$ cat src/rv_pkg.sv
package rv_pkg;

  // basic data types
  typedef logic [31:0] word_t;
  typedef logic [4:0]  reg_addr_t;

  // ==================================================
  //   major opcodes
  // ==================================================

  // anything outside this set decodes as a no-op
  typedef enum logic [6:0] {
    OPC_OP     = 7'b0110011,
    OPC_OP_IMM = 7'b0010011,
    OPC_LUI    = 7'b0110111,
    OPC_STORE  = 7'b0100011
  } opcode_e;

  // ==================================================
  //   alu and forwarding selects
  // ==================================================

  typedef enum logic [3:0] {
    ALU_ADD    = 4'd0,
    ALU_SUB    = 4'd1,
    ALU_SLL    = 4'd2,
    ALU_SLT    = 4'd3,
    ALU_SLTU   = 4'd4,
    ALU_XOR    = 4'd5,
    ALU_SRL    = 4'd6,
    ALU_SRA    = 4'd7,
    ALU_OR     = 4'd8,
    ALU_AND    = 4'd9,
    ALU_PASS_B = 4'd10
  } alu_op_e;

  // operand source in execute
  typedef enum logic [1:0] {
    FWD_NONE = 2'b00,
    FWD_MEM  = 2'b01,
    FWD_WB   = 2'b10
  } fwd_sel_e;

  // addi x0, x0, 0
  localparam word_t NOP_INST = 32'h0000_0013;

  // funct3 encodings
  localparam logic [2:0] F3_ADD_SUB = 3'b000;
  localparam logic [2:0] F3_SLL     = 3'b001;
  localparam logic [2:0] F3_SLT     = 3'b010;
  localparam logic [2:0] F3_SLTU    = 3'b011;
  localparam logic [2:0] F3_XOR     = 3'b100;
  localparam logic [2:0] F3_SRL_SRA = 3'b101;
  localparam logic [2:0] F3_OR      = 3'b110;
  localparam logic [2:0] F3_AND     = 3'b111;
  localparam logic [2:0] F3_SW      = 3'b010;

endpackage

$ cat src/alu.sv
`timescale 1ns/1ps

module alu (
  input  rv_pkg::alu_op_e op_i,
  input  rv_pkg::word_t   a_i,
  input  rv_pkg::word_t   b_i,
  output rv_pkg::word_t   result_o
);
  import rv_pkg::*;

  logic [4:0] shamt;
  logic       lt_signed;
  logic       lt_unsigned;

  // shift amount from the low bits only
  assign shamt = b_i[4:0];

  // compares
  assign lt_signed   = $signed(a_i) < $signed(b_i);
  assign lt_unsigned = a_i < b_i;

  always_comb begin
    case (op_i)
      ALU_ADD:    result_o = a_i + b_i;
      ALU_SUB:    result_o = a_i - b_i;
      ALU_SLL:    result_o = a_i << shamt;
      ALU_SLT:    result_o = {31'b0, lt_signed};
      ALU_SLTU:   result_o = {31'b0, lt_unsigned};
      ALU_XOR:    result_o = a_i ^ b_i;
      ALU_SRL:    result_o = a_i >> shamt;
      // arithmetic shift keeps the sign bit
      ALU_SRA:    result_o = $unsigned($signed(a_i) >>> shamt);
      ALU_OR:     result_o = a_i | b_i;
      ALU_AND:    result_o = a_i & b_i;
      ALU_PASS_B: result_o = b_i;
      default:    result_o = '0;
    endcase
  end

endmodule

$ cat src/decode_stage.sv
`timescale 1ns/1ps

module decode_stage (
  input  logic              clk,
  input  logic              arst_n_i,
  input  rv_pkg::word_t     inst_id_i,
  // register file read
  output rv_pkg::reg_addr_t rs1_o,
  output rv_pkg::reg_addr_t rs2_o,
  input  rv_pkg::word_t     rdata1_i,
  input  rv_pkg::word_t     rdata2_i,
  // id/ex register
  output rv_pkg::reg_addr_t rs1_ex_o,
  output rv_pkg::reg_addr_t rs2_ex_o,
  output rv_pkg::reg_addr_t rd_ex_o,
  output rv_pkg::word_t     rdata1_ex_o,
  output rv_pkg::word_t     rdata2_ex_o,
  output rv_pkg::word_t     imm_ex_o,
  output rv_pkg::alu_op_e   alu_op_ex_o,
  output logic              alu_src_ex_o,
  output logic              lui_ex_o,
  output logic              reg_write_ex_o,
  output logic              mem_write_ex_o
);
  import rv_pkg::*;

  opcode_e    opcode;
  logic [2:0] funct3;
  logic       funct7_5;
  reg_addr_t  rd;
  word_t      imm_i, imm_s, imm_u, imm;
  alu_op_e    alu_op_f3, alu_op;
  logic       alu_src, lui, reg_write, mem_write;

  // instruction fields
  assign opcode   = opcode_e'(inst_id_i[6:0]);
  assign rd       = inst_id_i[11:7];
  assign funct3   = inst_id_i[14:12];
  assign rs1_o    = inst_id_i[19:15];
  assign rs2_o    = inst_id_i[24:20];
  assign funct7_5 = inst_id_i[30];

  // immediate formats
  assign imm_i = {{20{inst_id_i[31]}}, inst_id_i[31:20]};
  assign imm_s = {{20{inst_id_i[31]}}, inst_id_i[31:25], inst_id_i[11:7]};
  assign imm_u = {inst_id_i[31:12], 12'b0};

  // alu op from funct3, sub only exists for register-register
  always_comb begin
    case (funct3)
      F3_ADD_SUB: alu_op_f3 = (opcode == OPC_OP && funct7_5) ? ALU_SUB : ALU_ADD;
      F3_SLL:     alu_op_f3 = ALU_SLL;
      F3_SLT:     alu_op_f3 = ALU_SLT;
      F3_SLTU:    alu_op_f3 = ALU_SLTU;
      F3_XOR:     alu_op_f3 = ALU_XOR;
      F3_SRL_SRA: alu_op_f3 = funct7_5 ? ALU_SRA : ALU_SRL;
      F3_OR:      alu_op_f3 = ALU_OR;
      F3_AND:     alu_op_f3 = ALU_AND;
      default:    alu_op_f3 = ALU_ADD;
    endcase
  end

  // ==================================================
  //   control decode
  // ==================================================

  always_comb begin
    alu_op    = alu_op_f3;
    imm       = imm_i;
    alu_src   = 1'b0;
    lui       = 1'b0;
    reg_write = 1'b0;
    mem_write = 1'b0;
    case (opcode)
      OPC_OP: begin
        reg_write = 1'b1;
      end
      OPC_OP_IMM: begin
        alu_src   = 1'b1;
        reg_write = 1'b1;
      end
      OPC_LUI: begin
        imm       = imm_u;
        alu_op    = ALU_PASS_B;
        alu_src   = 1'b1;
        lui       = 1'b1;
        reg_write = 1'b1;
      end
      OPC_STORE: begin
        // address is rs1 + s-immediate, only word stores are accepted
        imm       = imm_s;
        alu_op    = ALU_ADD;
        alu_src   = 1'b1;
        mem_write = (funct3 == F3_SW);
      end
      default: begin
        alu_op = ALU_ADD;
      end
    endcase
  end

  // ==================================================
  //   id/ex register
  // ==================================================

  always_ff @(posedge clk or negedge arst_n_i) begin
    if (!arst_n_i) begin
      alu_op_ex_o    <= ALU_ADD;
      alu_src_ex_o   <= 1'b0;
      lui_ex_o       <= 1'b0;
      reg_write_ex_o <= 1'b0;
      mem_write_ex_o <= 1'b0;
    end else begin
      alu_op_ex_o    <= alu_op;
      alu_src_ex_o   <= alu_src;
      lui_ex_o       <= lui;
      reg_write_ex_o <= reg_write;
      mem_write_ex_o <= mem_write;
    end
  end

  always_ff @(posedge clk) begin
    rs1_ex_o    <= rs1_o;
    rs2_ex_o    <= rs2_o;
    rd_ex_o     <= rd;
    rdata1_ex_o <= rdata1_i;
    rdata2_ex_o <= rdata2_i;
    imm_ex_o    <= imm;
  end

endmodule

$ cat src/execute_stage.sv
`timescale 1ns/1ps

module execute_stage (
  input  logic              clk,
  input  logic              arst_n_i,
  // id/ex register
  input  rv_pkg::reg_addr_t rs1_ex_i,
  input  rv_pkg::reg_addr_t rs2_ex_i,
  input  rv_pkg::reg_addr_t rd_ex_i,
  input  rv_pkg::word_t     rdata1_ex_i,
  input  rv_pkg::word_t     rdata2_ex_i,
  input  rv_pkg::word_t     imm_ex_i,
  input  rv_pkg::alu_op_e   alu_op_ex_i,
  input  logic              alu_src_ex_i,
  input  logic              lui_ex_i,
  input  logic              reg_write_ex_i,
  input  logic              mem_write_ex_i,
  // write-back forwarding source
  input  rv_pkg::reg_addr_t rd_wb_i,
  input  logic              reg_write_wb_i,
  input  rv_pkg::word_t     result_wb_i,
  // ex/mem register
  output rv_pkg::word_t     alu_result_mem_o,
  output rv_pkg::word_t     store_data_mem_o,
  output rv_pkg::reg_addr_t rd_mem_o,
  output logic              reg_write_mem_o,
  output logic              mem_write_mem_o
);
  import rv_pkg::*;

  fwd_sel_e fwd_a, fwd_b;
  word_t    src_a, src_b;
  word_t    op_a, op_b;
  word_t    alu_result;

  // mem stage wins over wb, x0 is never forwarded
  function automatic fwd_sel_e fwd_select(input reg_addr_t src);
    if (reg_write_mem_o && rd_mem_o != 5'd0 && rd_mem_o == src) begin
      return FWD_MEM;
    end
    if (reg_write_wb_i && rd_wb_i != 5'd0 && rd_wb_i == src) begin
      return FWD_WB;
    end
    return FWD_NONE;
  endfunction

  function automatic word_t fwd_value(input fwd_sel_e sel, input word_t reg_val);
    case (sel)
      FWD_MEM: return alu_result_mem_o;
      FWD_WB:  return result_wb_i;
      default: return reg_val;
    endcase
  endfunction

  // ==================================================
  //   operand selection
  // ==================================================

  // selects follow the ex/mem and mem/wb registers as well as id/ex
  always_comb begin
    fwd_a = fwd_select(rs1_ex_i);
    fwd_b = fwd_select(rs2_ex_i);
    src_a = fwd_value(fwd_a, rdata1_ex_i);
    src_b = fwd_value(fwd_b, rdata2_ex_i);
  end

  // lui adds the upper immediate to zero
  assign op_a = lui_ex_i ? '0 : src_a;
  assign op_b = alu_src_ex_i ? imm_ex_i : src_b;

  alu u_alu (
    .op_i    (alu_op_ex_i),
    .a_i     (op_a),
    .b_i     (op_b),
    .result_o(alu_result)
  );

  // ==================================================
  //   ex/mem register
  // ==================================================

  always_ff @(posedge clk or negedge arst_n_i) begin
    if (!arst_n_i) begin
      reg_write_mem_o <= 1'b0;
      mem_write_mem_o <= 1'b0;
    end else begin
      reg_write_mem_o <= reg_write_ex_i;
      mem_write_mem_o <= mem_write_ex_i;
    end
  end

  // store data is the forwarded rs2
  always_ff @(posedge clk) begin
    alu_result_mem_o <= alu_result;
    store_data_mem_o <= src_b;
    rd_mem_o         <= rd_ex_i;
  end

endmodule

$ cat src/fetch_stage.sv
`timescale 1ns/1ps

module fetch_stage #(
  parameter rv_pkg::word_t RESET_PC = 32'h0000_0000
) (
  input  logic          clk,
  input  logic          arst_n_i,
  output rv_pkg::word_t imem_addr_o,
  input  rv_pkg::word_t imem_data_i,
  output rv_pkg::word_t pc_id_o,
  output rv_pkg::word_t inst_id_o
);
  import rv_pkg::*;

  word_t pc;

  // memory returns the word for this address in the same cycle
  assign imem_addr_o = pc;

  // no branches, so the pc only ever steps forward
  always_ff @(posedge clk or negedge arst_n_i) begin
    if (!arst_n_i) begin
      pc <= RESET_PC;
    end else begin
      pc <= pc + 32'd4;
    end
  end

  // ==================================================
  //   if/id register
  // ==================================================

  always_ff @(posedge clk or negedge arst_n_i) begin
    if (!arst_n_i) begin
      inst_id_o <= NOP_INST;
    end else begin
      inst_id_o <= imem_data_i;
    end
  end

  always_ff @(posedge clk) begin
    pc_id_o <= pc;
  end

endmodule

$ cat src/memory_stage.sv
`timescale 1ns/1ps

module memory_stage (
  input  logic              clk,
  input  logic              arst_n_i,
  // ex/mem register
  input  rv_pkg::word_t     alu_result_i,
  input  rv_pkg::word_t     store_data_i,
  input  rv_pkg::reg_addr_t rd_i,
  input  logic              reg_write_i,
  input  logic              mem_write_i,
  // data memory bus
  output logic              dmem_we_o,
  output rv_pkg::word_t     dmem_addr_o,
  output rv_pkg::word_t     dmem_wdata_o,
  // mem/wb register
  output rv_pkg::reg_addr_t rd_wb_o,
  output logic              reg_write_wb_o,
  output rv_pkg::word_t     result_wb_o
);

  // single-cycle store strobe, the memory never stalls us
  assign dmem_we_o    = mem_write_i;
  assign dmem_addr_o  = alu_result_i;
  assign dmem_wdata_o = store_data_i;

  // ==================================================
  //   mem/wb register
  // ==================================================

  always_ff @(posedge clk or negedge arst_n_i) begin
    if (!arst_n_i) begin
      reg_write_wb_o <= 1'b0;
    end else begin
      reg_write_wb_o <= reg_write_i;
    end
  end

  // no loads, so the alu result is the write-back value
  always_ff @(posedge clk) begin
    rd_wb_o     <= rd_i;
    result_wb_o <= alu_result_i;
  end

endmodule

$ cat src/reg_file.sv
`timescale 1ns/1ps

module reg_file (
  input  logic              clk,
  input  logic              arst_n_i,
  // read ports, used by decode
  input  rv_pkg::reg_addr_t raddr1_i,
  input  rv_pkg::reg_addr_t raddr2_i,
  output rv_pkg::word_t     rdata1_o,
  output rv_pkg::word_t     rdata2_o,
  // write port from write-back
  input  logic              we_i,
  input  rv_pkg::reg_addr_t waddr_i,
  input  rv_pkg::word_t     wdata_i
);
  import rv_pkg::*;

  // x0 has no storage
  word_t regs [1:31];
  logic  wr_en;

  assign wr_en = we_i && (waddr_i != 5'd0);

  always_ff @(posedge clk or negedge arst_n_i) begin
    if (!arst_n_i) begin
      for (int i = 1; i < 32; i++) begin
        regs[i] <= '0;
      end
    end else if (wr_en) begin
      regs[waddr_i] <= wdata_i;
    end
  end

  // write-through so decode sees a value written in the same cycle
  assign rdata1_o = (raddr1_i == 5'd0)                 ? '0      :
                    (wr_en && raddr1_i == waddr_i)     ? wdata_i :
                                                         regs[raddr1_i];
  assign rdata2_o = (raddr2_i == 5'd0)                 ? '0      :
                    (wr_en && raddr2_i == waddr_i)     ? wdata_i :
                                                         regs[raddr2_i];

endmodule

$ cat src/rv_core_top.sv
`timescale 1ns/1ps

module rv_core_top #(
  parameter rv_pkg::word_t RESET_PC = 32'h0000_0000
) (
  input  logic          clk,
  input  logic          arst_n_i,
  // instruction memory bus
  output rv_pkg::word_t imem_addr_o,
  input  rv_pkg::word_t imem_data_i,
  // data memory bus, stores only
  output logic          dmem_we_o,
  output rv_pkg::word_t dmem_addr_o,
  output rv_pkg::word_t dmem_wdata_o
);
  import rv_pkg::*;

  // decode side
  word_t     inst_id;
  reg_addr_t rs1, rs2;
  word_t     rdata1, rdata2;

  // id/ex
  reg_addr_t rs1_ex, rs2_ex, rd_ex;
  word_t     rdata1_ex, rdata2_ex, imm_ex;
  alu_op_e   alu_op_ex;
  logic      alu_src_ex, lui_ex, reg_write_ex, mem_write_ex;

  // ex/mem
  word_t     alu_result_mem, store_data_mem;
  reg_addr_t rd_mem;
  logic      reg_write_mem, mem_write_mem;

  // mem/wb
  reg_addr_t rd_wb;
  logic      reg_write_wb;
  word_t     result_wb;

  // ==================================================
  //   fetch
  // ==================================================

  fetch_stage #(
    .RESET_PC(RESET_PC)
  ) u_fetch (
    .clk        (clk),
    .arst_n_i   (arst_n_i),
    .imem_addr_o(imem_addr_o),
    .imem_data_i(imem_data_i),
    .pc_id_o    (),
    .inst_id_o  (inst_id)
  );

  // ==================================================
  //   decode and register file
  // ==================================================

  decode_stage u_decode (
    .clk           (clk),
    .arst_n_i      (arst_n_i),
    .inst_id_i     (inst_id),
    .rs1_o         (rs1),
    .rs2_o         (rs2),
    .rdata1_i      (rdata1),
    .rdata2_i      (rdata2),
    .rs1_ex_o      (rs1_ex),
    .rs2_ex_o      (rs2_ex),
    .rd_ex_o       (rd_ex),
    .rdata1_ex_o   (rdata1_ex),
    .rdata2_ex_o   (rdata2_ex),
    .imm_ex_o      (imm_ex),
    .alu_op_ex_o   (alu_op_ex),
    .alu_src_ex_o  (alu_src_ex),
    .lui_ex_o      (lui_ex),
    .reg_write_ex_o(reg_write_ex),
    .mem_write_ex_o(mem_write_ex)
  );

  // written from write-back
  reg_file u_reg_file (
    .clk     (clk),
    .arst_n_i(arst_n_i),
    .raddr1_i(rs1),
    .raddr2_i(rs2),
    .rdata1_o(rdata1),
    .rdata2_o(rdata2),
    .we_i    (reg_write_wb),
    .waddr_i (rd_wb),
    .wdata_i (result_wb)
  );

  // ==================================================
  //   execute
  // ==================================================

  execute_stage u_execute (
    .clk             (clk),
    .arst_n_i        (arst_n_i),
    .rs1_ex_i        (rs1_ex),
    .rs2_ex_i        (rs2_ex),
    .rd_ex_i         (rd_ex),
    .rdata1_ex_i     (rdata1_ex),
    .rdata2_ex_i     (rdata2_ex),
    .imm_ex_i        (imm_ex),
    .alu_op_ex_i     (alu_op_ex),
    .alu_src_ex_i    (alu_src_ex),
    .lui_ex_i        (lui_ex),
    .reg_write_ex_i  (reg_write_ex),
    .mem_write_ex_i  (mem_write_ex),
    .rd_wb_i         (rd_wb),
    .reg_write_wb_i  (reg_write_wb),
    .result_wb_i     (result_wb),
    .alu_result_mem_o(alu_result_mem),
    .store_data_mem_o(store_data_mem),
    .rd_mem_o        (rd_mem),
    .reg_write_mem_o (reg_write_mem),
    .mem_write_mem_o (mem_write_mem)
  );

  // ==================================================
  //   memory
  // ==================================================

  memory_stage u_memory (
    .clk           (clk),
    .arst_n_i      (arst_n_i),
    .alu_result_i  (alu_result_mem),
    .store_data_i  (store_data_mem),
    .rd_i          (rd_mem),
    .reg_write_i   (reg_write_mem),
    .mem_write_i   (mem_write_mem),
    .dmem_we_o     (dmem_we_o),
    .dmem_addr_o   (dmem_addr_o),
    .dmem_wdata_o  (dmem_wdata_o),
    .rd_wb_o       (rd_wb),
    .reg_write_wb_o(reg_write_wb),
    .result_wb_o   (result_wb)
  );

endmodule

$ cat config.mk
export PLATFORM = sky130hd
export DESIGN_NAME = rv_core_top
export DESIGN_NICKNAME = d
export VERILOG_FILES = /design/src/rv_pkg.sv /design/src/alu.sv /design/src/decode_stage.sv /design/src/execute_stage.sv /design/src/fetch_stage.sv /design/src/memory_stage.sv /design/src/reg_file.sv /design/src/rv_core_top.sv
export SDC_FILE = /design/constraint.sdc
export NUM_CORES = 2
export LEC_CHECK = 0
export BUFFER_PORTS_ARGS = -buffer_cell sky130_fd_sc_hd__buf_2
export CAP_MARGIN = 20
export CORE_ASPECT_RATIO = 0.75
export CORE_MARGIN = 1
export CORE_UTILIZATION = 47
export DETAILED_ROUTE_END_ITERATION = 8
export SETUP_SLACK_MARGIN = 0.4
export SYNTH_ARGS = -nofsm -noshare
export SYNTH_HDL_FRONTEND = slang
export SYNTH_HIERARCHICAL = 1
export SYNTH_SLANG_ARGS = --single-unit
$ cat constraint.sdc
create_clock -name clk -period 8 [get_ports clk]
set_input_delay 0.4 -clock clk [delete_from_list [all_inputs] [get_ports clk]]
set_output_delay 0.4 -clock clk [all_outputs]
set_load 0.01 [all_outputs]
Yosys cells after proc, flatten, opt, wreduce, memory -nomap -nowiden:

Cells that the tools add are included.
W data, S select, Z words.

* word-level logic and storage cells: 159
* bits in registers: 1284
* output and inout bits: 97
* input port bits: 34

* reductions and logical operators: 19
* $lt $le $gt $ge: 6
* shift operators: 3
* equal/unequal tests: 31
* muxes and demuxes: 39
* bitwise operators: 6
* $add $sub $neg: 3

Operators with widths (count)
* $bwmux W992: 1
* $pmux W32 S11: 1
* $bmux W32 S5: 2
* $mux W32: 9
* $demux W32 S5: 1
* $pmux W32 S2: 2
* $lt A32 B32 Y1: 2
* $pmux W31 S2: 1
* $add A32 B3 Y32 const B: 1
* $add A32 B32 Y32: 1
* $and A32 B32 Y32: 1
* $or A32 B32 Y32: 1
* $pmux W4 S8: 1
* $shl A32 B5 Y32: 1
* $shr A32 B5 Y32: 1
* $sshr A32 B5 Y32: 1
* $sub A32 B32 Y32: 1
* $xor A32 B32 Y32: 1
* $eq A5 B5 Y1: 6
* $eq A7 B6 Y1 const B: 3
* $ge A6 B6 Y1 const B: 3
* $not A5 Y6: 3
* $eq A4 B3 Y1 const B: 4
* $mux W2: 8
* 19 further kinds: 51

Depth between registers and ports, before layout:

* word-level depth: 12
* depth in mapped cells: 22
* depth with buffers taken out: 17

By module:

The synthesis kept the hierarchy.

By module, submodules not included
* reg_file: cells each 3691, times used 1, sequential area each 24823.8 um2, area an instance 53512.6 um2
* alu: cells each 1363, times used 1, sequential area each 0.0 um2, area an instance 8972.4 um2
* execute_stage: cells each 467, times used 1, sequential area each 1431.4 um2, area an instance 4152.7 um2
* decode_stage: cells each 201, times used 1, sequential area each 2422.3 um2, area an instance 3050.4 um2
* fetch_stage: cells each 177, times used 1, sequential area each 2155.8 um2, area an instance 2783.9 um2
* memory_stage: cells each 103, times used 1, sequential area each 765.7 um2, area an instance 1253.7 um2

Least setup slack after synthesis:

No wires, ideal clock.

* kind: flip-flop to flip-flop
* start point: register u_memory.rd_wb_o[4]
* end point: register u_execute.alu_result_mem_o[27]
* buffers on the path: 5
* clock period less this slack: 5389 ps
* data required time: 7878 ps
* arrival time: 5267 ps
* cell stages (with the launch flop): 22
* setup slack: 2611 ps
* library setup time: 122 ps
* path through: dfxtp_1 > xnor2_1 > nand3_1 > or4_1 > buf_6 > buf_12 > mux2i_1 > a221oi_2 > inv_2 > buf_2 > buf_1 > clkbuf_1 > ha_1 > nand2b_1 > o2111ai_1 > o311ai_2 > nand3_2 > a21o_1 > a2111o_1 > a211o_1 > a311o_1 > a221o_1

* longest elaborated chain between the ends: 12
* elaborated cells on any way between the ends: 33
* those cells by class: add/sub: 2; eq/ne: 6; shift: 3; mux: 15; bitwise: 3; reduce/logical: 4

Ends and longest elaborated chain
* start, declared: line memory_stage.sv:17 `output rv_pkg::reg_addr_t rd_wb_o,`
* start signal, assigned: line memory_stage.sv:41 `rd_wb_o <= rd_i;`
* $reduce_bool A5 Y1: line execute_stage.sv:41 `if (reg_write_wb_i && rd_wb_i != 5'd0 && rd_wb_i == src) begin`
* $logic_and A1 B1 Y1: line execute_stage.sv:41
* $logic_and A1 B1 Y1 *: line execute_stage.sv:41
* $mux W1 (2 in series): line execute_stage.sv:41
* $mux W2 *: line execute_stage.sv:44 `return FWD_NONE;`
* $mux W2 *: line execute_stage.sv:41
* $eq A2 B2 Y1 or $eq A2 B1 Y1 (tied branches): line execute_stage.sv:48 `case (sel)`
* $pmux W32 S2 *: line execute_stage.sv:48
* $mux W32 *: line execute_stage.sv:69 `assign op_b = alu_src_ex_i ? imm_ex_i : src_b;`
* via u_execute.op_b[2]: line execute_stage.sv:33 `word_t op_a, op_b;`
* $sub A32 B32 Y32, or another cell as far along: line alu.sv:25 `ALU_SUB: result_o = a_i - b_i;`
* $pmux W32 S11 *: line alu.sv:23 `case (op_i)`
* via u_execute.alu_result[27]: line execute_stage.sv:34 `word_t alu_result;`
* end signal, assigned: line execute_stage.sv:94 `alu_result_mem_o <= alu_result;`
* end, declared: line execute_stage.sv:23 `output rv_pkg::word_t alu_result_mem_o,`

The timed path passes the listed nets; every way through them passes the cells marked *. The select of a mux whose other input is x is not followed.
A chain may end at the register's enable or synchronous reset.

Worst setup path in the final report:

* start point: register u_memory.rd_wb_o[4]
* end point: register u_execute.alu_result_mem_o[30]

* longest elaborated chain between the ends: 12
* elaborated cells on any way between the ends: 33
* those cells by class: add/sub: 2; eq/ne: 6; shift: 3; mux: 15; bitwise: 3; reduce/logical: 4

Ends and longest elaborated chain (line)
* $reduce_bool A5 Y1: execute_stage.sv:41
* $logic_and A1 B1 Y1: execute_stage.sv:41
* $logic_and A1 B1 Y1 *: execute_stage.sv:41
* $mux W1 (2 in series): execute_stage.sv:41
* $mux W2 *: execute_stage.sv:44
* $mux W2 *: execute_stage.sv:41
* $eq A2 B2 Y1 or $eq A2 B1 Y1 (tied branches): execute_stage.sv:48
* $pmux W32 S2 *: execute_stage.sv:48
* $mux W32 *: execute_stage.sv:69
* via u_execute.op_b[14]: execute_stage.sv:33
* $sub A32 B32 Y32 or $add A32 B32 Y32 (tied branches): alu.sv:25, alu.sv:24
* $pmux W32 S11 *: alu.sv:23
* via u_execute.alu_result[30]: execute_stage.sv:34

Marks and branches as above.

==> results.rst <==
.. list-table::
   :header-rows: 1

   * - Metric
     - Value
   * - Flop pwr share
     - 43.4%
   * - Length of the first detailed-routing pass in iterations
     - 6
   * - Estimated wirelength of the detail-placed design
     - 173.6 mm
   * - Proportion of layout cells with a drive suffix above 1
     - 36.88%
   * - Total number of clock tree sinks
     - 1282
   * - Gpl congestion
     - 1.054
   * - Final routed wire length divided by cell count
     - 33.18 µm
   * - TritonCTS clock tree
     - yes
   * - Number of design-rule violations left by the first detailed-router iteration
     - 6763
   * - Number of antenna violations at the first check in global routing
     - 10
   * - Pwr/cell area
     - 198.4 mW/mm²
   * - Register clock-pin slew on the reported worst setup and hold paths
     - 0.07 ns
   * - Vias per std cell
     - 6.760
   * - Total routed wirelength
     - 264.5 mm
   * - Setup clock skew after layout
     - 0.02477 ns
   * - Wire length of the first global-routing pass
     - 382.7 mm
   * - Syn Std Cell Area
     - 0.07311 mm²
   * - Most used routing layer
     - met1
   * - Share of power burned in the clock network
     - 42.7%
   * - Worst path arrival time
     - 7.57 ns
   * - Die Ht
     - 343.6 µm
   * - Insertion delay to the later sink of the worst-skew pair
     - 0.80 ns
   * - Worst path slowest cell
     - o31ai_1
   * - Number of failing hold endpoints at the final stage
     - 0
   * - Final nets
     - 5978
   * - Post-Place Cell Area
     - 0.07505 mm²
   * - Remaining antenna violation count after routing
     - 0
   * - Clock period minus worst slack
     - 6.838 ns
   * - Slew at the pin with the worst max-slew slack
     - 1.286 ns
   * - Critical path class
     - register to register
   * - Switching Power
     - 4.648 mW
   * - Commonest non-fill, non-tap cells in the layout
     - mux2_2 (1083), dfrtp_1 (1052), mux4_2 (371)
   * - Top-Level Pins
     - 131
   * - Static Leak
     - 36.70 nW
   * - Slew margin rel.
     - 13.38%
   * - Worst supply voltage drop on vdd
     - 0.0002302 V
   * - Via count of the first global-routing pass
     - 52310
   * - Cells traversed along the worst timing path
     - or4_4 -> o21ai_1 -> or4_2 -> buf_4 -> mux2i_1 -> a221oi_2 -> inv_1 -> ha_1 -> inv_2 -> o31ai_1 -> o2111ai_1 -> a2111o_1 -> a21oi_1 -> and2_1 -> nand3_1 -> a31oi_1
   * - Worst-path fanout max
     - 32
   * - Final TNS setup
     - 0 ns
   * - Met2 Use GR
     - 46.60%
   * - Floorplan die area
     - 0.1571 mm²
   * - Placed Cells incl. Taps
     - 7680
   * - Number of max-slew violations in the final report
     - 0
   * - Max capacitance violation total
     - 0
   * - Mean Syn Cell Area
     - 12.25 µm²
   * - Area overhead of the layout relative to synthesis
     - 9.794%
   * - Final number of setup-violating endpoints
     - 0
   * - Remaining design rule violation count
     - 0
   * - Hold Path Class
     - input pin to async pin
   * - H-tree depth reported by CTS
     - 4
   * - Peak Freq
     - 146.2 MHz
   * - Fin crit share
     - 85.48%
   * - Initial core utilization
     - 47.65%
   * - Critical Path Sink Type
     - register
   * - Number of synthesis warnings
     - 6
   * - Met1 layer usage reported by global route
     - 50.79%
   * - Total number of vias
     - 53870
   * - Net switching fraction of the power
     - 29.18%
   * - Status
     - finished, final reports clean
   * - Synthesized instance count
     - 5970
   * - Total CTS buffers
     - 138
   * - Port Buffer Count
     - 128
   * - Floorplan Core Area
     - 0.1534 mm²
   * - X dimension of the die
     - 457.4 µm
   * - Setup repair after global routing missed its margin
     - no
   * - Crit-path max cell delay
     - 1.03 ns
   * - CTS Buffer Depth
     - 3
   * - Pin count of the biggest net entering global routing
     - 157
   * - Commonest non-fill, non-tap cell in the layout
     - mux2_2
   * - Combinational share of power
     - 13.9%
   * - Clock root buffer master
     - clkbuf_16
   * - Design Area, Final
     - 0.08027 mm²
   * - GR Util met3
     - 7.781%
   * - Required time of the critical path
     - 8.73 ns
   * - Final cell count without fillers
     - 7970
   * - Internal power consumption
     - 11.28 mW
   * - GRT Resource Usage Total
     - 33.34%
   * - Total number of placement rows
     - 124
   * - Startpoint type of the worst setup path
     - register
   * - Total gr overflow
     - 0
==> timing repair <==
| item | 4_1_cts | 5_1_grt |
|---|---|---|
| buffers inserted | 0 | 0 |
| gates resized for setup | 0 | 0 |
| hold buffers | 33 | 0 |
| endpoints found under the setup margin | 0 | 0 |
| endpoints found under the hold margin | 114 | 0 |
==> path summary, 6_finish.rpt <==
check	slack [ns]	endpoint	cells past startpoint	startpoint
min reg2reg	0.33	u_execute/rd_mem_o[3]$_DFF_P_	0	u_decode/rd_ex_o[3]$_DFF_P_
min in group clk	0.25	u_fetch/inst_id_o[14]$_DFF_PN0_	2	imem_data_i[14]
min	0.24	u_reg_file/regs[604]$_DFFE_PN0P_	2	arst_n_i
max	1.16	u_execute/alu_result_mem_o[30]$_DFF_P_	16	u_memory/rd_wb_o[4]$_DFF_P_
max in group asynchronous	5.75	u_reg_file/regs[291]$_DFFE_PN0P_	4	arst_n_i
max reg2reg	1.16	u_execute/alu_result_mem_o[30]$_DFF_P_	16	u_memory/rd_wb_o[4]$_DFF_P_
==> critical path: cells and delay by family, from the launching register on <==
kind                     cells  cell delay, ns
buffers and inverters        3            0.63
flip-flops                   1            0.70
multiplexers                 1            0.30
AND/OR/NAND/NOR              4            1.17
AO/OA/AOI/OAI                7            3.28
adder cells (fa/ha/maj)      1            0.64
==> final cells by class <==
class	instances	area (µm²)
clock buffers	202	4098
fillers	13240	73170
inverters	137	514.2
clock inverters	49	701.9
well taps	2016	2522
multi-input cells	3911	38620
diodes	2	5.005
flip-flops and latches	1282	31030
repair buffers	371	2783
==> per-stage QoR <==
step / hold WS (ns) / util (%) / power [mW] / worst slack [ns]
final: 0.2421 / 52.31 / 15.93 / 1.162
after global routing: 0.2222 / 52.31 / 16.43 / 1.010
after CTS: 0.1877 / 52.25 / 15.98 / 1.419
after detailed placement: 0.3179 / 48.91 / 9.152 / 1.404
after global placement: 0.3169 / 48.87 / 9.140 / 1.271
after floorplan: 0.1044 / - / 8.228 / 2.611
==> metal layers <==
layer	share of wire, %	wire (µm)
met2	42	111200
met4	2.9	7701
met1	45	119600
met3	9.8	25890
met5	0.0049	13
==> power groups by stage <==
stage	logic [mW]	registers (mW)	clock network (mW)
detailed placement	2.12	7.03	0
global placement	2.10	7.04	0
finish	2.22	6.91	6.80
CTS	2.15	6.91	6.93
global route	2.32	6.92	7.19
floorplan	1.32	6.91	0
==> flip-flops by register name (all words and copies together) (netlist names), 30 cells and up <==
name / cells
u_reg_file/regs: 992
u_fetch/imem_addr_o: 30
u_fetch/inst_id_o: 32
u_decode/rdata2_ex_o: 32
u_memory/result_wb_o: 32
u_decode/rdata1_ex_o: 32
u_decode/imm_ex_o: 32
u_execute/store_data_mem_o: 32
u_execute/alu_result_mem_o: 32
No activity file was read; power rests on OpenSTA's default activity.
